[src/hw/fifo_pkg.sv]
package fifo_pkg;

    ////////////////////////////////////////
    // Sizes
    ////////////////////////////////////////

    localparam int FIFO_WIDTH = 16;               // Bits per stored word
    localparam int FIFO_DEPTH = 8;                // Entries, power of two only
    localparam int ADDR_W     = $clog2(FIFO_DEPTH);
    localparam int CNT_W      = ADDR_W + 1;       // Extra bit so a full count fits

    ////////////////////////////////////////
    // Vector types
    ////////////////////////////////////////

    typedef logic [FIFO_WIDTH-1:0] fifo_data_t;   // One word
    typedef logic [ADDR_W-1:0]     fifo_addr_t;   // Memory index, wraps on its own
    typedef logic [CNT_W-1:0]      fifo_cnt_t;    // Occupancy 0..FIFO_DEPTH

    ////////////////////////////////////////
    // Grouped signals
    ////////////////////////////////////////

    // Write request from outside
    typedef struct packed {
        logic       en;
        fifo_data_t data;
    } fifo_wr_req_t;

    // One-cycle pulses from the write side
    typedef struct packed {
        logic wr_ack;
        logic overflow;
    } fifo_wr_stat_t;

    // Status decoded from the count
    typedef struct packed {
        logic full;
        logic empty;
        logic almost_full;    // Count is depth minus one
        logic almost_empty;   // Count is one
    } fifo_flags_t;

    // Accepted write going into storage
    typedef struct packed {
        logic       we;       // Also the write-accept strobe
        fifo_addr_t addr;
        fifo_data_t data;
    } fifo_wr_port_t;

endpackage

[src/hw/fifo_buffer_core.sv]
`timescale 1ns/1ns

module fifo_buffer_core (
    input  logic                    fifo_vif,
    input  logic                    arst_n,
    input  fifo_pkg::fifo_wr_port_t wr_port,
    input  fifo_pkg::fifo_addr_t    rd_addr,
    input  logic                    rd_accept,
    output fifo_pkg::fifo_data_t    rd_word,
    output fifo_pkg::fifo_flags_t   flags
);

    localparam fifo_pkg::fifo_cnt_t CNT_FULL  = fifo_pkg::fifo_cnt_t'(fifo_pkg::FIFO_DEPTH);
    localparam fifo_pkg::fifo_cnt_t CNT_AFULL = fifo_pkg::fifo_cnt_t'(fifo_pkg::FIFO_DEPTH - 1);
    localparam fifo_pkg::fifo_cnt_t CNT_ONE   = fifo_pkg::fifo_cnt_t'(1);

    fifo_pkg::fifo_data_t mem [fifo_pkg::FIFO_DEPTH];
    fifo_pkg::fifo_cnt_t  count;

    ////////////////////////////////////////
    // Storage
    ////////////////////////////////////////

    // No reset on the array, pointers and count say what is valid
    always_ff @(posedge fifo_vif) begin
        if (wr_port.we) begin
            mem[wr_port.addr] <= wr_port.data;
        end
    end

    assign rd_word = mem[rd_addr];   // Registered later on the read side

    ////////////////////////////////////////
    // Occupancy
    ////////////////////////////////////////

    // Strobes are already qualified by the two sides
    always_ff @(posedge fifo_vif or negedge arst_n) begin
        if (!arst_n) begin
            count <= '0;
        end else begin
            case ({wr_port.we, rd_accept})
                2'b10:   count <= count + CNT_ONE;
                2'b01:   count <= count - CNT_ONE;
                default: count <= count;   // Idle or both together
            endcase
        end
    end

    ////////////////////////////////////////
    // Flag decode
    ////////////////////////////////////////

    always_comb begin
        flags.full         = (count == CNT_FULL);
        flags.empty        = (count == '0);
        flags.almost_full  = (count == CNT_AFULL);
        flags.almost_empty = (count == CNT_ONE);
    end

    ////////////////////////////////////////
    // Checks
    ////////////////////////////////////////

    property p_count_bound;
        @(posedge fifo_vif) disable iff (!arst_n)
            count <= CNT_FULL;
    endproperty

    a_count_bound : assert property (p_count_bound)
        else $error("count above depth: %0d", count);

    property p_full_empty_excl;
        @(posedge fifo_vif) disable iff (!arst_n)
            !(flags.full && flags.empty);
    endproperty

    a_full_empty_excl : assert property (p_full_empty_excl)
        else $error("full and empty both set");

    // Read side must hold off while nothing is stored
    property p_no_read_when_empty;
        @(posedge fifo_vif) disable iff (!arst_n)
            rd_accept |-> !flags.empty;
    endproperty

    a_no_read_when_empty : assert property (p_no_read_when_empty)
        else $error("rd_accept while empty");

endmodule

[src/hw/fifo_read_side.sv]
`timescale 1ns/1ns

module fifo_read_side (
    input  logic                  fifo_vif,
    input  logic                  arst_n,
    input  logic                  rd_en,
    input  fifo_pkg::fifo_flags_t flags,
    input  fifo_pkg::fifo_data_t  rd_word,
    output fifo_pkg::fifo_addr_t  rd_addr,
    output logic                  rd_accept,
    output fifo_pkg::fifo_data_t  data_out,
    output logic                  underflow
);

    fifo_pkg::fifo_addr_t rd_ptr;
    logic                 rd_reject;

    ////////////////////////////////////////
    // Acceptance
    ////////////////////////////////////////

    // Only place a read is decided
    assign rd_accept = rd_en && !flags.empty;
    assign rd_reject = rd_en &&  flags.empty;

    assign rd_addr = rd_ptr;   // Oldest word sits here

    ////////////////////////////////////////
    // Read pointer and data
    ////////////////////////////////////////

    always_ff @(posedge fifo_vif or negedge arst_n) begin
        if (!arst_n) begin
            rd_ptr   <= '0;
            data_out <= '0;
        end else if (rd_accept) begin
            data_out <= rd_word;                            // Holds until next read
            rd_ptr   <= rd_ptr + fifo_pkg::fifo_addr_t'(1);
        end
    end

    ////////////////////////////////////////
    // Underflow
    ////////////////////////////////////////

    always_ff @(posedge fifo_vif or negedge arst_n) begin
        if (!arst_n) begin
            underflow <= 1'b0;
        end else begin
            underflow <= rd_reject;   // One cycle pulse
        end
    end

    // A rejected read leaves the output word alone
    property p_underflow_keeps_data;
        @(posedge fifo_vif) disable iff (!arst_n)
            underflow |-> $stable(data_out);
    endproperty

    a_underflow_keeps_data : assert property (p_underflow_keeps_data)
        else $error("data_out changed on underflow");

endmodule

[src/hw/fifo_top.sv]
`timescale 1ns/1ns

module fifo_top (
    input  logic                    fifo_vif,
    input  logic                    arst_n,
    input  fifo_pkg::fifo_wr_req_t  wr_req,
    input  logic                    rd_en,
    output fifo_pkg::fifo_data_t    data_out,
    output fifo_pkg::fifo_wr_stat_t wr_stat,
    output fifo_pkg::fifo_flags_t   flags
);

    ////////////////////////////////////////
    // Internal wires
    ////////////////////////////////////////

    fifo_pkg::fifo_wr_port_t wr_port;     // Accepted write into storage
    fifo_pkg::fifo_addr_t    rd_addr;
    logic                    rd_accept;
    fifo_pkg::fifo_data_t    rd_word;     // Word at the read pointer
    logic                    underflow;   // Not a top port, see below

    ////////////////////////////////////////
    // Write side
    ////////////////////////////////////////

    fifo_write_side u_write_side (
        .fifo_vif (fifo_vif),
        .arst_n   (arst_n),
        .wr_req   (wr_req),
        .flags    (flags),
        .wr_port  (wr_port),
        .wr_stat  (wr_stat)
    );

    ////////////////////////////////////////
    // Storage and count
    ////////////////////////////////////////

    fifo_buffer_core u_buffer_core (
        .fifo_vif  (fifo_vif),
        .arst_n    (arst_n),
        .wr_port   (wr_port),
        .rd_addr   (rd_addr),
        .rd_accept (rd_accept),
        .rd_word   (rd_word),
        .flags     (flags)
    );

    ////////////////////////////////////////
    // Read side
    ////////////////////////////////////////

    fifo_read_side u_read_side (
        .fifo_vif  (fifo_vif),
        .arst_n    (arst_n),
        .rd_en     (rd_en),
        .flags     (flags),
        .rd_word   (rd_word),
        .rd_addr   (rd_addr),
        .rd_accept (rd_accept),
        .data_out  (data_out),
        .underflow (underflow)
    );

endmodule

[src/hw/fifo_write_side.sv]
`timescale 1ns/1ns

module fifo_write_side (
    input  logic                    fifo_vif,
    input  logic                    arst_n,
    input  fifo_pkg::fifo_wr_req_t  wr_req,
    input  fifo_pkg::fifo_flags_t   flags,
    output fifo_pkg::fifo_wr_port_t wr_port,
    output fifo_pkg::fifo_wr_stat_t wr_stat
);

    fifo_pkg::fifo_addr_t wr_ptr;
    logic                 wr_accept;
    logic                 wr_reject;

    ////////////////////////////////////////
    // Acceptance
    ////////////////////////////////////////

    // Only place a write is decided
    assign wr_accept = wr_req.en && !flags.full;
    assign wr_reject = wr_req.en &&  flags.full;   // Dropped, reported as overflow

    // Present the word at the current pointer
    assign wr_port.we   = wr_accept;
    assign wr_port.addr = wr_ptr;
    assign wr_port.data = wr_req.data;

    ////////////////////////////////////////
    // Write pointer
    ////////////////////////////////////////

    always_ff @(posedge fifo_vif or negedge arst_n) begin
        if (!arst_n) begin
            wr_ptr <= '0;
        end else if (wr_accept) begin
            wr_ptr <= wr_ptr + fifo_pkg::fifo_addr_t'(1);   // Natural wrap at depth
        end
    end

    ////////////////////////////////////////
    // Status pulses
    ////////////////////////////////////////

    // Both pulses last exactly one cycle after the edge
    always_ff @(posedge fifo_vif or negedge arst_n) begin
        if (!arst_n) begin
            wr_stat.wr_ack   <= 1'b0;
            wr_stat.overflow <= 1'b0;
        end else begin
            wr_stat.wr_ack   <= wr_accept;
            wr_stat.overflow <= wr_reject;
        end
    end

    // Accepted and rejected writes are exclusive, so the pulses never overlap
    property p_ack_ovf_exclusive;
        @(posedge fifo_vif) disable iff (!arst_n)
            !(wr_stat.wr_ack && wr_stat.overflow);
    endproperty

    a_ack_ovf_exclusive : assert property (p_ack_ovf_exclusive)
        else $error("wr_ack and overflow high together");

endmodule

[config.mk]
export PLATFORM = sky130hd
export DESIGN_NAME = fifo_top
export DESIGN_NICKNAME = d
export VERILOG_FILES = /design/src/hw/fifo_pkg.sv /design/src/hw/fifo_buffer_core.sv /design/src/hw/fifo_read_side.sv /design/src/hw/fifo_top.sv /design/src/hw/fifo_write_side.sv
export SDC_FILE = /design/constraint.sdc
export NUM_CORES = 1
export LEC_CHECK = 0
export BUFFER_PORTS_ARGS = -buffer_cell sky130_fd_sc_hd__buf_2
export CORE_ASPECT_RATIO = 0.7
export CORE_MARGIN = 5
export CORE_UTILIZATION = 60
export CTS_CLUSTER_DIAMETER = 40
export DETAILED_ROUTE_END_ITERATION = 10
export HOLD_SLACK_MARGIN = 0.12
export PLACE_DENSITY = 0.86
export SLEW_MARGIN = 10
export SYNTH_ARGS = -nofsm -noshare
export SYNTH_HDL_FRONTEND = slang
export SYNTH_HIERARCHICAL = 1
export SYNTH_SLANG_ARGS = --single-unit
[constraint.sdc]
create_clock -name fifo_vif -period 3.9 [get_ports fifo_vif]
set_input_delay 0.39 -clock fifo_vif [delete_from_list [all_inputs] [get_ports fifo_vif]]
set_output_delay 0.39 -clock fifo_vif [all_outputs]
set_load 0.005 [all_outputs]
Word-level counts from Yosys, hierarchy flattened
Memories as Yosys holds them, arrays and structs flattened. A register that Yosys moved wholly into a read port is not among the register bits.
Index checks and enable logic that the tools add are counted.
{"block": "totals", "memories": 1, "mem_bits_rw": 128, "out_inout_bits": 22, "ff_bits": 12, "in_bits": 20, "wordCells": 26}
{"block": "op_classes", "eq_ne": 5, "n_reduce_logical": 8, "add_sub_neg": 4, "n_mux": 3}
{"memory": "u_buffer_core.mem", "words": 8, "word_bits": 16, "rd": 1, "rd_clocked_by_memory_dff": 1, "write_ports": 1, "line": "fifo_buffer_core.sv:17", "source": "fifo_pkg::fifo_data_t mem [fifo_pkg::FIFO_DEPTH];"}
{"operator": "$pmux 4 s2", "count": 1}
{"operator": "$add 3x1->3 const B", "count": 2}
{"operator": "$add 4x1->4 const B", "count": 1}
{"operator": "$eq 4x1->1 const B", "count": 1}
{"operator": "$eq 4x3->1 const B", "count": 1}
{"operator": "$eq 4x4->1 const B", "count": 1}
{"operator": "$logic_not 4->1", "count": 1}
{"operator": "$sub 4x1->4 const B", "count": 1}
{"operator": "$logic_and 1x1->1", "count": 3}
{"operator": "$logic_not 1->1", "count": 3}
{"operator": "$eq 2x1->1 const B", "count": 1}
{"operator": "$eq 2x2->1 const B", "count": 1}
{"operator": "$mux 1", "count": 2}
{"operator": "$reduce_bool 2->1", "count": 1}

Longest topological paths before layout
Gate-level depths: netlist of run 1.
{"block": "logic_depth", "word_depth": 5, "depth_mapped": 10, "depth_no_buf": 9}

By module
Netlist of run 1, hierarchy kept.
{"mod": "fifo_buffer_core", "area_each_um2": 5241.3, "instances": 1, "seq_area_each_um2": 3943.8, "cells_each": 226}
{"mod": "fifo_read_side", "area_each_um2": 812.0, "instances": 1, "seq_area_each_um2": 500.5, "cells_each": 45}
{"mod": "fifo_write_side", "area_each_um2": 326.6, "instances": 1, "seq_area_each_um2": 125.1, "cells_each": 29}

Worst setup path before layout of run 1
OpenSTA, ideal clock, no wires.
{"block": "synth_path", "path_type": "register to register", "from": "reg u_buffer_core.count[0]", "to": "mem u_buffer_core/mem[0][0] in the netlist's numbering (enable)", "synth_period_minus_slack_ns": 2.823, "t_arrival_ns": 2.414, "path_stages_with_launch": 8, "t_required_ns": 3.491, "setup_time_ns": 0.409, "setup_slack_ns": 1.077, "path_buffers": 1, "cell_sequence": "dfrtp_1 inv_1 ha_1 and3b_1 nor2b_4 buf_4 nand2b_1 nor3_1"}
{"item": "start: declaration", "line": "fifo_buffer_core.sv:18", "source": "fifo_pkg::fifo_cnt_t count;"}
{"item": "start signal: assignment", "line": "fifo_buffer_core.sv:43", "source": "2'b10: count <= count + CNT_ONE;"}
{"item": "start signal: assignment", "line": "fifo_buffer_core.sv:44", "source": "2'b01: count <= count - CNT_ONE;"}
{"item": "start signal: assignment", "line": "fifo_buffer_core.sv:45", "source": "default: count <= count;"}
{"item": "end: declaration", "line": "fifo_buffer_core.sv:17"}

==> results of run 1 <==
path summary, 6_finish.rpt:
path / start / end / slack, ns
setup / recovery: u_buffer_core/count[0] / u_buffer_core/mem[6][13] / 1.21
hold / removal: wr_req[16] / u_write_side/wr_stat[0] / 0.24
setup reg to reg: u_buffer_core/count[0] / u_buffer_core/mem[6][13] / 1.21
hold reg to reg: u_read_side/data_out[8] / u_read_side/data_out[8] / 0.51
max in group asynchronous: arst_n / u_write_side/wr_stat[0] / 2.86
min in group asynchronous: arst_n / u_read_side/data_out[8] / 0.57
final cells by class:
type,count,share of cell area (%)
clock buffers,19,6.13
clock inverters,13,2.49
inverters,3,0.156
multi-input cells,110,21.8
flip-flops and latches,156,62.9
well taps,132,2.29
repair buffers,54,4.23
flip-flops by register name, indices dropped and copies added, names as in the netlist:
name and count:
u_buffer_core/mem 128, u_read_side/data_out 16, u_buffer_core/count 4, u_read_side/rd_addr 3, u_write_side/wr_ptr 3, u_write_side/wr_stat 2
stage by stage:
step / hold WS (ns) / instances / setup WS, ns
final: 0.237 / 487 / 1.21
after global placement: 0.475 / 454 / 1.35
after floorplan: 0.0944 / 298 / 1.08
after global routing: 0.226 / 487 / 1.02
after CTS: 0.215 / 487 / 1.19
after detailed placement: 0.481 / 454 / 1.19
power breakdown:
group | switching [mW] | internal, mW
clock | 0.679 | 1.04
sequential | 0.250 | 2.17
combinational | 0.603 | 0.804
total | 1.53 | 4.01
critical path: cells and delay by family, from the launching register on:
kind	cells	cell delay, ns
adders and majority gates	1	0.22
buffers and inverters	2	0.39
DFF	1	0.45
and+or+nand+nor	4	1.33
what timing repair did:
item / CTS / global route
hold endpoints to repair: 28 / 0
endpoints found under the setup margin: 0 / 0
hold buffers: 1 / 0
metal layers:
| layer | global-route usage (%) | share of wire (%) |
|---|---|---|
| met5 | 0 | 0 |
| met4 | 6.66 | 0.53 |
| met3 | 5.49 | 3.8 |
| met2 | 31.0 | 50 |
| met1 | 26.0 | 46 |
==> impl_metrics.tcl, run 1 <==
set metrics [dict create \
    status "complete, no violations" \
    wirelength_mm 11.3 \
    place.gp.congestion 0.774 \
    synth_cells 298 \
    track_usage_pct 19.3 \
    fin_crit_sh_pct 68.9 \
    rsz0062_at_grt "no" \
    via_per_inst 5.95 \
    synth_area_um2 6350 \
    path_clk_slew_ns 0.06 \
    die_w_um 133 \
    hold_class "in2reg" \
    final_common_cell "edfxtp_1" \
    cp.arrival_ns 2.81 \
    slew_headroom_pct 29.7 \
    clk_path_buf_depth 2 \
    n_fill_cell 638 \
    cp_data_required_time_ns 4.02 \
    fin_tns_setup_ns 0 \
    start_util_pct 61.3 \
    io_pins 42 \
    cpPeakStageDelay_ns 0.73 \
    r2r_cells 7 \
    cp_cell_sequence "inv_1, ha_1, and3b_1, nor2b_4, nand2_1, nor2_1, buf_4" \
    grt_max_degree 35 \
    dieHeight_um 96.1 \
    cap_violations 0 \
    h-tree-depth 4 \
    ir_drop_mv 0.469 \
    port_buffers 41 \
    die_area_um2 12800 \
    p_leak_nw 2.67 \
    grt_pass1_vias 3057 \
    antenna_found_initial 0 \
    clock_latency_ns 0.42 \
    min_period_ns 2.69 \
    antennaDiodeCount 0 \
    drive_gt1_share_pct 36.6 \
    rows 31 \
    slew_violations 0 \
    regArea_um2 4540 \
    gr-total-overflow 0 \
    wire_per_inst_um 23.3 \
    crit_slowest_cell "nor2_1" \
    cts.sinks 156 \
    post_cts_buffers 0 \
    multi_input_area_um2 1570 \
    cts_resized 0 \
    grt_pass1_wl_mm 17.5 \
    setup_viol 0 \
    tritoncts "done" \
    core_um2 10400 \
    dpl_cell_area_um2 6590 \
    ant_nets 0 \
    power_density_nw_per_um2 768 \
    nets 368 \
    synth-warning-count 6 \
    hold_depth 2 \
    postLayoutCellArea_um2 7220 \
    mostFrequentLayoutCells "edfxtp_1 (128), buf_2 (41), dfrtp_1 (28), mux2_2 (25), mux4_1 (25)" \
    finalPower_mw 5.54 \
    area_growth_pct 13.8 \
    path_class "reg2reg" \
    utilization_pct 69.7 \
    hold_viol 0 \
    hpwl_mm 6.85 \
    fin_skew_ns 0.0142 \
    num_vias 2900 \
    root_buffer "clkbuf_16" \
    start_kind "flop" \
    timing.fmax_mhz 372 \
    drt_iter0_drc 190 \
    end_kind "flop" \
    syn_avg_cell_area_um2 21.3 \
    route.detailed.drc 0 \
    tightest_slew_ns 1.05 \
    syn_nets 324 \
    cts_buffers 17 \
    crit_path_max_fanout 9 \
    drtPass1Iterations 8 \
]
No activity file was read; power rests on OpenSTA's default activity.
==> inputs of run 2 (changes only) <==
--- a/config.mk
+++ b/config.mk
@@ -5,14 +5,15 @@
 export SDC_FILE = /design/constraint.sdc
 export NUM_CORES = 1
 export LEC_CHECK = 0
+export ABC_AREA = 1
 export BUFFER_PORTS_ARGS = -buffer_cell sky130_fd_sc_hd__buf_2
 export CORE_ASPECT_RATIO = 0.7
 export CORE_MARGIN = 5
-export CORE_UTILIZATION = 60
+export CORE_UTILIZATION = 55
 export CTS_CLUSTER_DIAMETER = 40
 export DETAILED_ROUTE_END_ITERATION = 10
 export HOLD_SLACK_MARGIN = 0.12
-export PLACE_DENSITY = 0.86
+export PLACE_DENSITY = 0.83
 export SLEW_MARGIN = 10
 export SYNTH_ARGS = -nofsm -noshare
 export SYNTH_HDL_FRONTEND = slang
==> constraint.sdc (replaced) <==
create_clock -name fifo_vif -period 2.2 [get_ports fifo_vif]
set_input_delay 0.22 -clock fifo_vif [delete_from_list [all_inputs] [get_ports fifo_vif]]
set_output_delay 0.22 -clock fifo_vif [all_outputs]
set_load 0.005 [all_outputs]
==> impl_metrics.tcl, run 2 <==
set metrics [dict create \
    status "complete, no violations" \
    p_int_mw 6.86 \
    n_fill_cell 933 \
    clk_path_buf_depth 2 \
    cts.sinks 156 \
    cp_data_required_time_ns 2.33 \
    syn_avg_cell_area_um2 9.46 \
    min_period_ns 2.18 \
    root_buffer "clkbuf_16" \
    ir_drop_mv 1.10 \
    critPathTopFamily "simple AND/OR/NAND/NOR gates" \
    end_kind "flop" \
    regArea_um2 4550 \
    comb_power_share_pct 33.8 \
    num_vias 4791 \
    cp_cell_sequence "inv_1, ha_1, nand2_1, nor2_2, inv_1, nand2_2, inv_2, inv_1, or2_2, nor2_2, buf_4" \
    rsz0062_at_grt "yes" \
    synth_cells 737 \
    power.switching_mw 3.79 \
    tritoncts "done" \
    io_pins 42 \
    start_kind "flop" \
    track_usage_pct 20.3 \
    fin_skew_ns 0.00935 \
    nets 822 \
    drt_iter0_drc 468 \
    p_leak_nw 3.77 \
    port_buffers 41 \
    p_sw_share_pct 35.6 \
    utilization_pct 65.4 \
    ant_nets 0 \
    mostFrequentLayoutCells "nand2_1 (287), nor2_1 (132), edfxtp_1 (128), inv_1 (85), buf_2 (41)" \
    antennaDiodeCount 0 \
    die_area_um2 15100 \
    fin_crit_sh_pct 99.0 \
    tightest_slew_ns 0.763 \
    crit_slowest_cell "dfrtp_1" \
    gr-total-overflow 0 \
    clock_latency_ns 0.42 \
    path_clk_slew_ns 0.06 \
    regMostFlops "u_buffer_core/mem" \
    core_um2 12400 \
    crit_path_max_fanout 7 \
    power_density_nw_per_um2 1310 \
    antenna_found_initial 0 \
    wirelength_mm 14.7 \
    timing.fmax_mhz 459 \
    drive_gt1_share_pct 14.1 \
    place.gp.congestion 0.808 \
    route.detailed.drc 0 \
    slew_violations 0 \
    final_cells 971 \
    largest_reg_flops 128 \
    hold_class "in2reg" \
    met1_length_mm 6.24 \
    dieHeight_um 104 \
    grt_pass1_vias 4773 \
    syn_nets 763 \
    hold_viol 0 \
    dp.cells 920 \
    slew_headroom_pct 49.1 \
    cts_buffers 17 \
    start_util_pct 56.2 \
    synth-warning-count 6 \
    cpPeakStageDelay_ns 0.37 \
    multi_input_area_um2 1810 \
    grt_max_degree 55 \
    area_growth_pct 16.4 \
    pwr-share-clk_pct 27.6 \
    cp.arrival_ns 2.31 \
    via_per_inst 4.93 \
    final_common_cell "nand2_1" \
    cp_common_cell "inv_1" \
    top_regs "u_buffer_core/mem x128, u_read_side/data_out x16, u_buffer_core/count x4" \
    path_class "reg2reg" \
    synth_area_um2 6980 \
    die_w_um 145 \
    route.met2.wl_mm 7.29 \
    hpwl_mm 9.00 \
    worst-path-buf-inv 5 \
    met3WireLength_um 943 \
    r2r_slack_ns 0.02 \
    rows 34 \
    drtPass1Iterations 5 \
    top_layer_used "met4" \
    p_seq_share_pct 38.6 \
    cap_violations 0 \
    setup_viol 0 \
    wire_per_inst_um 15.1 \
    fin_tns_setup_ns 0 \
    h-tree-depth 4 \
    grt_pass1_wl_mm 23.3 \
]
run 2: power by group through the flow:
stage               clock [mW]  sequential [mW]  combinational (mW)
floorplan                    0             4.08                2.55
global placement             0             4.15                3.32
detailed placement           0             4.17                3.43
CTS                       2.97             4.11                3.53
global route              3.10             4.17                4.03
finish                    2.94             4.11                3.60
run 2: layer usage:
| layer | track usage, % | vias up |
|---|---|---|
| li1 | - | 2369 |
| met5 | 0 | - |
| met4 | 7.46 | 0 |
| met1 | 26.7 | 2241 |
| met3 | 3.95 | 20 |
| met2 | 33.5 | 161 |
run 2: cell type report:
| type | count | share of cell area (%) |
|---|---|---|
| Timing Repair Buffer | 83 | 7.56 |
| Inverter | 88 | 4.16 |
| Multi-Input combinational cell | 450 | 22.3 |
| Clock inverter | 8 | 0.539 |
| Tap cell | 162 | 2.50 |
| Clock buffer | 24 | 6.98 |
| Sequential cell | 156 | 56.0 |
run 2: final timing paths:
kind	end	start	cells after the start
max	u_buffer_core/mem[0][11]	u_buffer_core/count[1]	11
min	u_buffer_core/mem[3][14]	wr_req[14]	1
max reg2reg	u_buffer_core/mem[0][11]	u_buffer_core/count[1]	11
min reg2reg	u_read_side/data_out[12]	u_read_side/data_out[12]	2
max in group asynchronous	u_read_side/rd_addr[0]	arst_n	2
min in group asynchronous	u_read_side/data_out[11]	arst_n	2
run 2: metrics by stage:
stage | cell area (um^2) | hold slack [ns] | setup slack, ns | power (mW)
after global routing | 8120 | 0.141 | -0.0574 | 11.3
after floorplan | 6990 | -0.0756 | -0.116 | 6.63
final | 8120 | 0.124 | 0.0212 | 10.6
after CTS | 8080 | 0.121 | 0.0000746 | 10.6
after detailed placement | 7300 | 0.303 | 0.0499 | 7.60
after global placement | 7300 | 0.296 | 0.158 | 7.47
run 2: what timing repair did:
action	CTS	global route
hold buffers	17	0
resized for setup	1	7
buffers inserted	0	2
setup endpoints to repair	9	66
hold endpoints to repair	143	0
==> inputs of run 3 (changes only) <==
--- a/config.mk
+++ b/config.mk
@@ -9,11 +9,12 @@
 export BUFFER_PORTS_ARGS = -buffer_cell sky130_fd_sc_hd__buf_2
 export CORE_ASPECT_RATIO = 0.7
 export CORE_MARGIN = 5
-export CORE_UTILIZATION = 55
+export CORE_UTILIZATION = 45
+export CTS_BUF_LIST = sky130_fd_sc_hd__clkbuf_2 sky130_fd_sc_hd__clkbuf_4 sky130_fd_sc_hd__clkbuf_8
 export CTS_CLUSTER_DIAMETER = 40
 export DETAILED_ROUTE_END_ITERATION = 10
 export HOLD_SLACK_MARGIN = 0.12
-export PLACE_DENSITY = 0.83
+export PLACE_DENSITY = 0.71
 export SLEW_MARGIN = 10
 export SYNTH_ARGS = -nofsm -noshare
 export SYNTH_HDL_FRONTEND = slang
==> constraint.sdc (replaced) <==
create_clock -name fifo_vif -period 1.95 [get_ports fifo_vif]
set_input_delay 0.195 -clock fifo_vif [delete_from_list [all_inputs] [get_ports fifo_vif]]
set_output_delay 0.195 -clock fifo_vif [all_outputs]
set_load 0.005 [all_outputs]
==> impl_metrics.tcl, run 3 (synthesis results as in run 2) <==
set metrics [dict create \
    die_w_um 159 \
    drt_iter0_drc 349 \
    rsz0062_at_grt "yes" \
    min_period_ns 1.87 \
    root_buffer "clkbuf_8" \
    ant_nets 0 \
    hpwl_mm 9.45 \
    gr-total-overflow 0 \
    final_cells 1022 \
    track_usage_pct 17.0 \
    dpl_cell_area_um2 7530 \
    pwr-share-clk_pct 24.2 \
    fin_skew_ns 0.0151 \
    start_kind "flop" \
    slew_headroom_pct 52.4 \
    cpPeakStageDelay_ns 0.37 \
    path_class "reg2reg" \
    regMostFlops "u_buffer_core/mem" \
    hold_ws_ns 0.322 \
    power.switching_mw 4.24 \
    fin_crit_sh_pct 95.9 \
    start_util_pct 45.4 \
    wirelength_mm 15.2 \
    p_leak_nw 3.78 \
    route.detailed.drc 0 \
    cp_data_required_time_ns 2.12 \
    utilization_pct 54.3 \
    drtPass1Iterations 5 \
    io_pins 42 \
    power_density_nw_per_um2 1430 \
    postLayoutCellArea_um2 8330 \
    clk_path_buf_depth 2 \
    r2r_slack_ns 0.08 \
    cts_buffers 17 \
    grt_pass1_wl_mm 23.9 \
    grt_max_degree 51 \
    h-tree-depth 4 \
    die_area_um2 18100 \
    p_seq_share_pct 38.4 \
    path_clk_slew_ns 0.09 \
    end_kind "flop" \
    timing.fmax_mhz 535 \
    place.gp.congestion 0.785 \
    slew_violations 0 \
    layout_setup_ws_ns 0.0799 \
    tritoncts "done" \
    rows 38 \
    dp_slack_ns -0.219 \
    port_buffers 41 \
    dieHeight_um 114 \
    cts.sinks 156 \
    status "complete, no violations" \
    via_per_inst 4.60 \
    nets 835 \
    setup_viol 0 \
    p_sw_share_pct 35.6 \
    wire_per_inst_um 14.8 \
    hold_class "in2async" \
    cp_cell_sequence "inv_2, ha_2, nand2_2, nor2_2, inv_2, nand2_4, inv_4, inv_4, or2_4, nor2_4, clkbuf_16" \
    ir_drop_mv 0.599 \
    final_common_cell "nand2_1" \
    drive_gt1_share_pct 16.3 \
    cp.arrival_ns 2.04 \
    dp.cells 965 \
    num_vias 4705 \
    antennaDiodeCount 0 \
    area_growth_pct 19.5 \
    cap_violations 0 \
    top_regs "u_buffer_core/mem x128, u_read_side/data_out x16, u_buffer_core/count x4" \
    finalPower_mw 11.9 \
    largest_reg_flops 128 \
    tightest_slew_ns 0.713 \
    comb_power_share_pct 37.5 \
    clock_latency_ns 0.45 \
    grt_pass1_vias 4522 \
    crit_slowest_cell "dfrtp_1" \
    p_int_mw 7.67 \
    crit_path_max_fanout 8 \
    core_um2 15400 \
    hold_viol 0 \
    antenna_found_initial 0 \
    mostFrequentLayoutCells "nand2_1 (285), edfxtp_1 (128), nor2_1 (127), inv_1 (82), buf_2 (41)" \
    fin_tns_setup_ns 0 \
]
==> run 3: cell types whose count changed in the layout (fill, tap and decap cells not counted), sizes merged <==
cell | previous run | this run
buf | 66 | 73
bufinv | 0 | 6
clkinv | 5 | 4
clkbuf | 24 | 21
clkinvlp | 0 | 2
dlygate4sd3 | 17 | 22
inv | 91 | 88
==> run 3: final timing paths <==
check | from | endpoint | cells after the start
max | u_buffer_core/count[1] | u_buffer_core/mem[0][13] | 11
min | arst_n | u_read_side/data_out[15] | 2
max reg2reg | u_buffer_core/count[1] | u_buffer_core/mem[0][13] | 11
min reg2reg | u_read_side/data_out[2] | u_read_side/data_out[2] | 2
max in group asynchronous | arst_n | u_read_side/rd_addr[0] | 2
min in group fifo_vif | u_read_side/data_out[2] | u_read_side/data_out[2] | 2
==> run 3: area by class of cell <==
type | instances | area (um^2)
Multi-Input combinational cell | 450 | 1880
Fill cell | 1350 | 7020
Sequential cell | 156 | 4550
Timing Repair Buffer | 96 | 828
Clock inverter | 12 | 219
Tap cell | 200 | 250
Inverter | 88 | 343
Clock buffer | 20 | 263
==> run 3: metal layers <==
metal	routed length [um]	track usage, %
met1	7120	24.3
met2	7000	27.0
met3	905	3.71
met4	144	4.01
met5	0	0
==> run 3: power groups by stage <==
stage	logic [mW]	registers (mW)	clock network, mW
2_1_floorplan	2.95	4.60	0
3_3_place_gp	4.21	4.62	0
3_5_place_dp	4.27	4.64	0
4_1_cts	4.36	4.58	2.91
5_1_grt	5.05	4.65	3.08
6_report	4.47	4.57	2.88
==> run 3: critical path: cells and delay by family, from the launching register on <==
| family | cells | cell delay (ns) |
|---|---|---|
| DFF | 1 | 0.37 |
| adders and majority gates | 1 | 0.18 |
| and+or+nand+nor | 5 | 0.62 |
| buffers and inverters | 5 | 0.42 |
==> run 3: timing repair <==
action,CTS,global route
hold buffers,22,0
endpoints found under the setup margin,33,99
cloned,0,1
setup buffers,0,2
endpoints found under the hold margin,161,0
pin swaps,0,4
resized for setup,1,9
